File: config.mk
export PLATFORM = sky130hd
export DESIGN_NAME = mv_decode
export DESIGN_NICKNAME = d
export VERILOG_FILES = /design/src/source/mv_pkg.sv /design/src/source/mv_decode.sv
export VERILOG_INCLUDE_DIRS = /design/src /design/src/source
export SDC_FILE = /design/constraint.sdc
export NUM_CORES = 1
export LEC_CHECK = 0
export BUFFER_PORTS_ARGS = -buffer_cell sky130_fd_sc_hd__buf_2
export CAP_MARGIN = 20
export CORE_ASPECT_RATIO = 0.75
export CORE_MARGIN = 5
export CORE_UTILIZATION = 30
export CTS_BUF_LIST = sky130_fd_sc_hd__clkbuf_4 sky130_fd_sc_hd__clkbuf_8 sky130_fd_sc_hd__clkbuf_16
export CTS_CLUSTER_DIAMETER = 40
export DETAILED_ROUTE_END_ITERATION = 8
export PLACE_DENSITY = 0.6
export RECOVER_POWER = 100
export SLEW_MARGIN = 0
export SYNTH_ARGS = -nofsm -noshare
export SYNTH_HDL_FRONTEND = slang
export SYNTH_SLANG_ARGS = --single-unit
export TNS_END_PERCENT = 5
File: constraint.sdc
create_clock -name clk -period 3.3 [get_ports clk]
set_input_delay 0.33 -clock clk [delete_from_list [all_inputs] [get_ports clk]]
set_output_delay 0.33 -clock clk [all_outputs]
set_load 0.02 [all_outputs]
File: src/source/mv_macros.svh
// ~~~~~~~~~~~~~~~~~~~~~~~~~~~~~~~~~~~~~~
// widths, depths and register map of the
// matrix-vector engine
// ~~~~~~~~~~~~~~~~~~~~~~~~~~~~~~~~~~~~~~
`ifndef MV_MACROS_SVH
`define MV_MACROS_SVH

`define MV_AW           10   // scratchpad word address
`define MV_CW           10   // row and column counters
`define MV_RES_DEPTH    4    // result queue, also initial credits

`define MV_REG_WBASE    6'h00
`define MV_REG_IBASE    6'h01
`define MV_REG_BBASE    6'h02
`define MV_REG_OBASE    6'h03
`define MV_REG_ILEN     6'h04
`define MV_REG_OLEN     6'h05
`define MV_REG_WSTRIDE  6'h06

`define MV_REG_RUN      6'h20
`define MV_REG_STATE    6'h21
`define MV_REG_TIME     6'h22
`define MV_REG_CHECK    6'h3F

`define MV_CHECK_WORD   32'hF0F0_F0F0

`endif

File: src/source/mv_pkg.sv
// ~~~~~~~~~~~~~~~~~~~~~~~~~~~~~~~~~~~~~~
// opcode and decode state enums
// job parameter, op and result structs
// ~~~~~~~~~~~~~~~~~~~~~~~~~~~~~~~~~~~~~~
`default_nettype none
`include "mv_macros.svh"

package mv_pkg;

    typedef enum logic [1:0] {
        OP_NONE     = 2'd0,
        OP_BIAS     = 2'd1,
        OP_MAC      = 2'd2,
        OP_MAC_LAST = 2'd3   // closes a row
    } mv_opcode_t;

    typedef enum logic [1:0] {
        ST_IDLE = 2'd0,
        ST_BIAS = 2'd1,
        ST_MAC  = 2'd2,
        ST_WAIT = 2'd3
    } mv_state_t;

    typedef struct packed {
        logic [`MV_AW-1:0] wbase;
        logic [`MV_AW-1:0] ibase;
        logic [`MV_AW-1:0] bbase;
        logic [`MV_AW-1:0] obase;
        logic [`MV_CW-1:0] ilen;     // columns
        logic [`MV_CW-1:0] olen;     // rows
        logic [`MV_CW-1:0] wstride;
    } mv_params_t;

    typedef struct packed {
        mv_opcode_t opcode;
        logic       last_row;
    } mv_op_t;

    typedef struct packed {
        logic [`MV_AW-1:0] addr;
        logic [31:0]       sum;
        logic              last_row;
    } mv_result_t;

endpackage

`default_nettype wire

File: src/source/mv_decode.sv
// ~~~~~~~~~~~~~~~~~~~~~~~~~~~~~~~~~~~~~~
// row and column walker, operand reads,
// op issue and result credits
// ~~~~~~~~~~~~~~~~~~~~~~~~~~~~~~~~~~~~~~
`timescale 1ns/1ns
`default_nettype none
`include "mv_macros.svh"

module mv_decode (
    input  wire                 clk,
    input  wire                 rst,
    input  wire                 start,
    input  wire mv_pkg::mv_params_t params,
    output logic [`MV_AW-1:0]   rd_addr_a,
    output logic [`MV_AW-1:0]   rd_addr_b,
    output mv_pkg::mv_op_t      op,
    output logic                op_valid,
    input  wire                 credit_return
);

    localparam int CRW = $clog2(`MV_RES_DEPTH + 1);

    mv_pkg::mv_state_t   state;
    mv_pkg::mv_op_t      issue_op;
    logic [`MV_CW-1:0]   row;
    logic [`MV_CW-1:0]   col;
    logic [`MV_AW-1:0]   row_base;   // wbase + row*wstride
    logic [CRW-1:0]      credits;
    logic                issue;
    logic                spend;
    logic                last_col;
    logic                last_row;

    assign last_col = (col == params.ilen - 1'b1);
    assign last_row = (row == params.olen - 1'b1);
    assign spend    = issue && issue_op.opcode == mv_pkg::OP_BIAS;

    always_comb begin
        issue             = 1'b0;
        issue_op.opcode   = mv_pkg::OP_NONE;
        issue_op.last_row = last_row;
        rd_addr_a         = row_base + `MV_AW'(col);       // weight
        rd_addr_b         = params.ibase + `MV_AW'(col);   // input
        case (state)
            mv_pkg::ST_BIAS: begin
                rd_addr_a = params.bbase + `MV_AW'(row);
                if (credits != '0) begin
                    issue           = 1'b1;
                    issue_op.opcode = mv_pkg::OP_BIAS;
                end
            end
            mv_pkg::ST_MAC: begin
                issue = 1'b1;
                if (last_col)
                    issue_op.opcode = mv_pkg::OP_MAC_LAST;
                else
                    issue_op.opcode = mv_pkg::OP_MAC;
            end
            default: ;
        endcase
    end

    always_ff @(posedge clk or posedge rst) begin
        if (rst) begin
            state    <= mv_pkg::ST_IDLE;
            credits  <= CRW'(`MV_RES_DEPTH);
            op_valid <= 1'b0;
            row      <= '0;
            col      <= '0;
            row_base <= '0;
        end else begin
            op_valid <= issue;
            credits  <= credits + CRW'(credit_return) - CRW'(spend);
            case (state)
                mv_pkg::ST_IDLE: if (start) begin
                    state    <= mv_pkg::ST_BIAS;
                    row      <= '0;
                    col      <= '0;
                    row_base <= params.wbase;
                end
                mv_pkg::ST_BIAS: if (issue) state <= mv_pkg::ST_MAC;
                mv_pkg::ST_MAC: begin
                    if (last_col) begin
                        col      <= '0;
                        row      <= row + 1'b1;
                        row_base <= row_base + `MV_AW'(params.wstride);
                        state    <= last_row ? mv_pkg::ST_WAIT : mv_pkg::ST_BIAS;
                    end else begin
                        col <= col + 1'b1;
                    end
                end
                // drain until every queued row is written
                mv_pkg::ST_WAIT: if (credits == CRW'(`MV_RES_DEPTH)) state <= mv_pkg::ST_IDLE;
                default: state <= mv_pkg::ST_IDLE;
            endcase
        end
    end

    // lines up with the registered read data
    always_ff @(posedge clk) begin
        op <= issue_op;
    end

endmodule

`default_nettype wire

==> results of run 1 <==
==> sequential cells by signal, summed over array words and instances, names as in the netlist <==
register	count
col	10
row	10
row_base	10
credits	3
op	3
state	2
op_valid	1
==> Yosys cell counts, types with 7 or more instances <==
cell type,number
a21oi_1,38
a31oi_1,7
and3_1,8
clkbuf_1,9
dfrtp_1,35
ha_1,46
inv_1,41
nand2_1,37
nand3_1,21
nand4_1,9
nor2_1,36
nor3_1,18
o211ai_1,9
o21ai_0,22
or3_1,7
xnor2_1,28
xor2_1,25
==> where the power goes <==
part / switching, W / leakage [nW] / total [W] / internal, W
Clock: 0.000194 / 0.0838 / 0.000550 / 0.000356
Sequential: 0.000139 / 0.484 / 0.000751 / 0.000612
Combinational: 0.00133 / 1.78 / 0.00216 / 0.000825
==> layout make-up <==
cell class	instances	area, um^2	share of cell area
clock buffers	5	125	0.0241
inverters	42	158	0.0304
repair buffers	100	490	0.0944
multi-input cells	432	3160	0.609
well taps	200	250	0.0482
clock inverters	3	43.8	0.00843
flip-flops and latches	39	963	0.185
==> logic make-up after synthesis <==
group / count (synthesis) / share of synthesized area
and+or+nand+nor: 178 / 0.214
buffers and inverters: 58 / 0.0546
adders and majority gates: 51 / 0.154
AOI/OAI and AO/OA: 142 / 0.227
DFF: 39 / 0.220
xor gates and xnor gates: 55 / 0.116
muxes: 6 / 0.0143
==> worst register-to-register path, cell delays in order (launching register included) <==
cell      delay [ns]
dfrtp_1         0.61
nand2b_1        0.16
a21boi_0        0.09
o31ai_1         0.52
nor3_4          0.06
buf_4           0.18
a31oi_1         0.61
or2_0           0.48
a22o_1          0.21
==> through the flow <==
| stage | instance area [um^2] | total power, W | hold slack (ns) |
|---|---|---|---|
| final | 5190 | 0.00346 | 0.289 |
| after detailed placement | 5080 | 0.00293 | 0.473 |
| after global routing | 5190 | 0.00374 | 0.294 |
| after global placement | 5080 | 0.00290 | 0.468 |
| after floorplan | 4380 | 0.00229 | 0.467 |
| after CTS | 5250 | 0.00351 | 0.170 |
==> layer usage <==
layer | track usage | vias to the layer above
met5 | 0 | -
met4 | 0.0360 | 0
met3 | 0.0293 | 8
met2 | 0.229 | 124
met1 | 0.227 | 2043
li1 | - | 2126
==> path summary, 6_finish.rpt <==
path                               start            to  cells past startpoint
max                               row[1]  rd_addr_a[9]                      9
min                        credit_return    credits[0]                      2
max reg2reg                       col[2]        row[1]                      8
min reg2reg                   credits[2]    credits[2]                      1
max in group asynchronous            rst        row[0]                      3
min in group asynchronous            rst        col[6]                      3
==> results_dict.tcl, run 1 <==
set metrics [dict create \
    dp_cells 813 \
    rows 38 \
    grt_pass1_vias 4130 \
    path_delay_family "compound AO/OA/AOI/OAI gates" \
    worst_pin_slew_ns 2.09 \
    nets 745 \
    die_h_um 115 \
    layout_setup_ws_ns 0.191 \
    min_period_ns 3.11 \
    die-area_mm2 0.0171 \
    syn_nets 654 \
    insertion_delay_ns 0.28 \
    netlist_area_mm2 0.00438 \
    start_util 0.304 \
    final.setup.tns_ns 0 \
    worstPathCellList "ha_1 -> a21o_1 -> a21oi_1 -> o22ai_1 -> o41ai_2 -> o21ai_0 -> xnor2_1 -> a21oi_1 -> clkbuf_2" \
    grt_use_total 0.153 \
    hpwlAfterDp_um 10600 \
    critical_path.startpoint_type "flop" \
    rsz0062_at_grt "no" \
    synthDistinctLibCells 74 \
    ant_nets 0 \
    drt_first_pass_iters 5 \
    ys_seq_area_frac 0.220 \
    r2r_setup_slack_ns 0.32 \
    hold_buffers 0 \
    io_buffers 87 \
    maxSlewViolCount 37 \
    clock_skew_ns 0.00498 \
    h-tree-depth 2 \
    clock_sinks 39 \
    worstPathMaxFanout 8 \
    p_leak_nw 2.35 \
    fmax_mhz 322 \
    fin_crit_sh 0.942 \
    ys_seq_elements 39 \
    path_common_cell "a21oi_1" \
    yosysWarnings 0 \
    drt_iter0_drc 307 \
    cap_violations 1 \
    routed.top_layer "met4" \
    final_common_cell "buf_2" \
    met1_length_um 6650 \
    antenna_found_initial 0 \
    post_drt_wl_per_cell_um 16.3 \
    critPathArrivalTime_ns 2.78 \
    layout-drive-gt1-share 0.164 \
    drc 0 \
    area_growth_pct 18.6 \
    overflow 0 \
    synth_area_leader_cell "dfrtp_1" \
    cts-root-buf "clkbuf_16" \
    met3WireLength_um 899 \
    critPathBufInv 1 \
    io_pins 98 \
    wl_um 13400 \
    viasPerCell 5.24 \
    yosys-top-cells-area "dfrtp_1, ha_1, xnor2_1" \
    cts_tree "done" \
    wl_met2_um 5690 \
    hold_class "in -> reg" \
    grt_pass1_wl_um 21000 \
    final-instance-count-excl-fill 821 \
    synthCells 529 \
    num_vias 4301 \
    hold_viol_final 0 \
    peakVddDrop_uv 384 \
    coreArea_mm2 0.0144 \
    status "finished with violations" \
    numCtsBuffers 5 \
    grt_max_degree 37 \
    async_flop_share 0.923 \
    slowest_stage "dfrtp_1" \
    die_w_um 150 \
    synthDominantCellAreaShare 0.200 \
    layout_common_cells "buf_2, ha_1, inv_1" \
    critPathRequiredTime_ns 2.97 \
    fillCellCount 1520 \
    place.gp.congestion 0.823 \
    cts_resized 0 \
    postSynthAreaPerCell_um2 8.28 \
    n_antenna_cell 0 \
    final_util 0.361 \
    max_stage_delay_ns 0.53 \
    clk_pin_slew_ns 0.06 \
    place_ws_ns 0.406 \
    setup_viol 0 \
    relSlewSlack -0.392 \
    clock_path_buffers 2 \
    synth_ff_type "dfrtp_1" \
    p_per_area_mw_per_mm2 666 \
    endpoint_kind "primary output" \
    synth_enable_flop_cells 0 \
    cts_post_setup_buffers_inserted 0 \
    violations "capacitance limit, slew limit" \
    crit_type "reg -> out" \
]
Note: power is estimated with default switching activity, not from simulation.
==> run 2, diff against run 1 <==
--- a/config.mk
+++ b/config.mk
@@ -14,7 +14,7 @@
 export CTS_BUF_LIST = sky130_fd_sc_hd__clkbuf_4 sky130_fd_sc_hd__clkbuf_8 sky130_fd_sc_hd__clkbuf_16
 export CTS_CLUSTER_DIAMETER = 40
 export DETAILED_ROUTE_END_ITERATION = 8
-export PLACE_DENSITY = 0.6
+export PLACE_DENSITY = 0.61
 export RECOVER_POWER = 100
 export SLEW_MARGIN = 0
 export SYNTH_ARGS = -nofsm -noshare
==> run 2 against run 1 <==
The flow still finishes with violations (capacitance limit, slew limit). First-iteration DRC count decreased by 20%. Sequential share of layout area about the same. Global-route usage increased by 0.53 points. Wire length increased by 1.7%.
==> results_dict.tcl, run 2 (synthesized netlist as in run 1, its figures left out) <==
set metrics [dict create \
    layout-drive-gt1-share 0.161 \
    hold_class "in -> reg" \
    fin_area_mm2 0.00518 \
    rows 38 \
    numCtsBuffers 5 \
    start_util 0.304 \
    final.setup.tns_ns 0 \
    insertion_delay_ns 0.29 \
    die_w_um 150 \
    maxSlewViolCount 37 \
    clock_path_buffers 2 \
    grt_pass1_vias 4338 \
    critPathRequiredTime_ns 2.97 \
    min_period_ns 3.08 \
    die_h_um 115 \
    ff_latch_area_um2 963 \
    h-tree-depth 2 \
    top_regs "col x10, row x10, row_base x10" \
    worstPathMaxFanout 3 \
    antenna_found_initial 0 \
    fillCellCount 1518 \
    setup_viol 0 \
    post_drt_wl_per_cell_um 16.6 \
    critPathArrivalTime_ns 2.75 \
    nets 745 \
    holdWs_ns 0.272 \
    n_antenna_cell 0 \
    drt_iter0_drc 246 \
    final_util 0.360 \
    num_vias 4370 \
    drt_first_pass_iters 5 \
    clock_skew_ns 0.00644 \
    cts_tree "done" \
    crit_type "reg -> out" \
    hold_buffers 0 \
    io_pins 98 \
    relSlewSlack -0.430 \
    violations "capacitance limit, slew limit" \
    final_common_cell "buf_2" \
    status "finished with violations" \
    place.gp.congestion 0.882 \
    peakVddDrop_uv 322 \
    clock_sinks 39 \
    viasPerCell 5.32 \
    p_total_w 0.00339 \
    multi_input_area_mm2 0.00318 \
    wl_um 13600 \
    endpoint_kind "primary output" \
    grt_use_total 0.158 \
    hold_viol_final 0 \
    cts-root-buf "clkbuf_16" \
    dpl-instance-area_mm2 0.00508 \
    min_path_cells 2 \
    coreArea_mm2 0.0144 \
    critical_path.startpoint_type "flop" \
    area_growth_pct 18.3 \
    cts_post_setup_buffers_inserted 0 \
    ant_nets 0 \
    layout_common_cells "buf_2, ha_1, inv_1" \
    io_buffers 87 \
    hpwlAfterDp_um 10800 \
    die-area_mm2 0.0171 \
    clk_pin_slew_ns 0.06 \
    p_per_area_mw_per_mm2 653 \
    overflow 0 \
    rsz0062_at_grt "no" \
    reg2reg_depth 7 \
    cap_violations 1 \
    grt_pass1_wl_um 21800 \
    fmax_mhz 325 \
    drc 0 \
    p_leak_nw 2.33 \
    fin_crit_sh 0.932 \
    grt_max_degree 37 \
    worst_pin_slew_ns 2.14 \
]
[run 2: power breakdown]
part	internal, W	switching, W
logic	0.000819	0.00133
registers	0.000612	0.000137
clock network	0.000287	0.000198
[run 2: cell type report]
type / instances / share of cell area
multi-input combinational: 432 / 0.613
sequential: 39 / 0.186
timing repair buffer: 100 / 0.0941
tap: 200 / 0.0483
inverter: 42 / 0.0304
clock buffer: 6 / 0.0256
clock inverter: 2 / 0.00241
[run 2: path summary, 6_finish.rpt]
kind / startpoint / end / slack, ns
worst min register to register: credits[2] / credits[2] / 0.50
worst max-delay path: row_base[0] / rd_addr_a[8] / 0.22
worst max register to register: state[0] / row_base[1] / 0.27
max in group asynchronous: rst / row[0] / 1.10
min in group asynchronous: rst / credits[0] / 0.81
worst min-delay path: credit_return / credits[0] / 0.27
[run 2: critical path, stage by stage (launching register included)]
cell and delay (ns):
dfrtp_1 0.39, ha_1 0.19, inv_1 0.06, fa_1 0.40
nor2b_1 0.12, o21ai_0 0.11, a21boi_1 0.21, o21ai_0 0.13
a21o_1 0.21, and3_1 0.15, nor4b_2 0.27, buf_2 0.21
[run 2: through the flow]
| step | instances | worst slack (ns) |
|---|---|---|
| 2_1_floorplan | 529 | 0.337 |
| 3_5_place_dp | 813 | 0.324 |
| 3_3_place_gp | 813 | 0.393 |
| 6_report | 821 | 0.223 |
| 4_1_cts | 821 | 0.0443 |
| 5_1_grt | 821 | 0.00197 |
[run 2: what timing repair did]
action | CTS | global route
gates resized for setup | 1 | 3
setup endpoints to repair | 1 | 2
gates cloned | 0 | 0
pin swaps | 0 | 2
[run 2: layer usage]
| layer | part of all wire | up-vias | global-route usage |
|---|---|---|---|
| li1 | - | 2131 | - |
| met1 | 0.49 | 2104 | 0.227 |
| met2 | 0.43 | 119 | 0.248 |
| met3 | 0.061 | 16 | 0.0293 |
| met4 | 0.016 | 0 | 0.0341 |
| met5 | 0 | - | 0 |
==> run 3, diff against run 2 <==
--- a/config.mk
+++ b/config.mk
@@ -9,7 +9,7 @@
 export BUFFER_PORTS_ARGS = -buffer_cell sky130_fd_sc_hd__buf_2
 export CAP_MARGIN = 20
 export CORE_ASPECT_RATIO = 0.75
-export CORE_MARGIN = 5
+export CORE_MARGIN = 2
 export CORE_UTILIZATION = 30
 export CTS_BUF_LIST = sky130_fd_sc_hd__clkbuf_4 sky130_fd_sc_hd__clkbuf_8 sky130_fd_sc_hd__clkbuf_16
 export CTS_CLUSTER_DIAMETER = 40
==> run 3 against run 2 <==
The flow still finishes with violations (capacitance limit, slew limit). Final area rose by 0.29%. Clock power up 14%. Worst setup slack got worse by 0.075 ns. Utilization grew 0.22 points. Non-clock buffer count down 1.
==> results_dict.tcl, run 3 (synthesized netlist as in run 1, its figures left out) <==
set metrics [dict create \
    clock_sinks 39 \
    clk_pin_slew_ns 0.06 \
    die_w_um 144 \
    final.setup.tns_ns 0 \
    critPathRequiredTime_ns 2.97 \
    cts_tree "done" \
    num_vias 4323 \
    coreArea_mm2 0.0144 \
    viasPerCell 5.27 \
    status "finished with violations" \
    drt_iter0_drc 252 \
    rsz0062_at_grt "no" \
    hold_class "in -> reg" \
    io_pins 98 \
    place_ws_ns 0.496 \
    fmax_mhz 317 \
    start_util 0.305 \
    clock_path_buffers 2 \
    numCtsBuffers 5 \
    drc 0 \
    die-area_mm2 0.0156 \
    grt_pass1_vias 4144 \
    layout-drive-gt1-share 0.166 \
    grt_use_total 0.169 \
    wl_um 13100 \
    clock_skew_ns 0.00477 \
    antenna_found_initial 0 \
    p_per_area_mw_per_mm2 662 \
    peakVddDrop_uv 425 \
    switchingPower_w 0.00165 \
    die_h_um 109 \
    dpl-instance-area_mm2 0.00507 \
    layout_setup_ws_ns 0.149 \
    cts-root-buf "clkbuf_16" \
    ant_nets 0 \
    post_drt_wl_per_cell_um 15.9 \
    top_regs "col x10, row x10, row_base x10" \
    grt_max_degree 37 \
    relSlewSlack -0.352 \
    critPathArrivalTime_ns 2.82 \
    hpwlAfterDp_um 10600 \
    grt_pass1_wl_um 20700 \
    power.combinational.fraction 0.620 \
    setup_viol 0 \
    insertion_delay_ns 0.28 \
    drt_first_pass_iters 5 \
    fin_crit_sh 0.955 \
    min_period_ns 3.15 \
    cap_violations 1 \
    worst_pin_slew_ns 2.03 \
    endpoint_kind "primary output" \
    hold_viol_final 0 \
    final_common_cell "buf_2" \
    rows 38 \
    swShare 0.480 \
    hold_buffers 0 \
    violations "capacitance limit, slew limit" \
    place.gp.congestion 0.855 \
    area_growth_pct 18.7 \
    p_leak_nw 2.35 \
    overflow 0 \
    critical_path.startpoint_type "flop" \
    n_antenna_cell 0 \
    p_seq_frac 0.219 \
    maxSlewViolCount 37 \
    worstPathMaxFanout 3 \
    fin_area_mm2 0.00520 \
    crit_type "reg -> out" \
    layout_common_cells "buf_2, ha_1, inv_1" \
    clock_power_share 0.161 \
    p_int_w 0.00179 \
    cts_resized 0 \
    cts_post_setup_buffers_inserted 0 \
    io_buffers 87 \
    h-tree-depth 2 \
    nets 744 \
]
==> run 3: power groups by stage <==
| stage | registers (W) | logic, W | clock network [W] |
|---|---|---|---|
| 2_1_floorplan | 0.000732 | 0.00156 | 0 |
| 3_3_place_gp | 0.000750 | 0.00212 | 0 |
| 3_5_place_dp | 0.000755 | 0.00216 | 0 |
| 4_1_cts | 0.000749 | 0.00218 | 0.000566 |
| 5_1_grt | 0.000766 | 0.00237 | 0.000590 |
| 6_report | 0.000753 | 0.00213 | 0.000555 |
==> run 3: worst max-delay path, cell delays in order, from the launching register on <==
cell and delay (ns):
dfrtp_1 0.38, ha_1 0.21, inv_1 0.06, fa_1 0.39, nor2b_1 0.13, o21ai_0 0.11, a21boi_1 0.20, o21ai_0 0.14
a21o_1 0.21, and3_1 0.14, nor4b_1 0.32, buf_2 0.23
==> run 3: final timing paths <==
path | from | to | slack (ns) | cells past startpoint
setup / recovery | row_base[0] | rd_addr_a[8] | 0.15 | 11
hold reg to reg | credits[2] | credits[2] | 0.50 | 1
min in group asynchronous | rst | credits[0] | 0.77 | 3
max in group asynchronous | rst | row[0] | 1.22 | 3
hold / removal | credit_return | credits[0] | 0.27 | 2
setup reg to reg | state[0] | row[4] | 0.20 | 7
==> run 3: metal layers <==
layer  wire [um]  up-vias  share of wire  GRT usage
li1            -     2127              -          -
met1        6500     2058           0.50      0.248
met2        5720      128           0.44      0.268
met3         748       10          0.057     0.0242
met4         116        0         0.0089     0.0315
met5           0        -              0          0
==> run 3: area by class of cell <==
class	count	area, um^2
repair buffers	99	484
clock inverters	3	43.8
multi-input cells	432	3170
clock buffers	5	125
flip-flops and latches	39	965
fillers	1531	9160
well taps	200	250
inverters	42	158
==> run 3: per-stage QoR <==
step	total power, W	cells	utilization	hold WS (ns)
floorplan	0.00229	529	-	0.467
global placement	0.00287	812	0.353	0.476
detailed placement	0.00292	812	0.353	0.480
CTS	0.00350	820	0.365	0.175
global route	0.00373	820	0.362	0.277
finish	0.00344	820	0.362	0.273
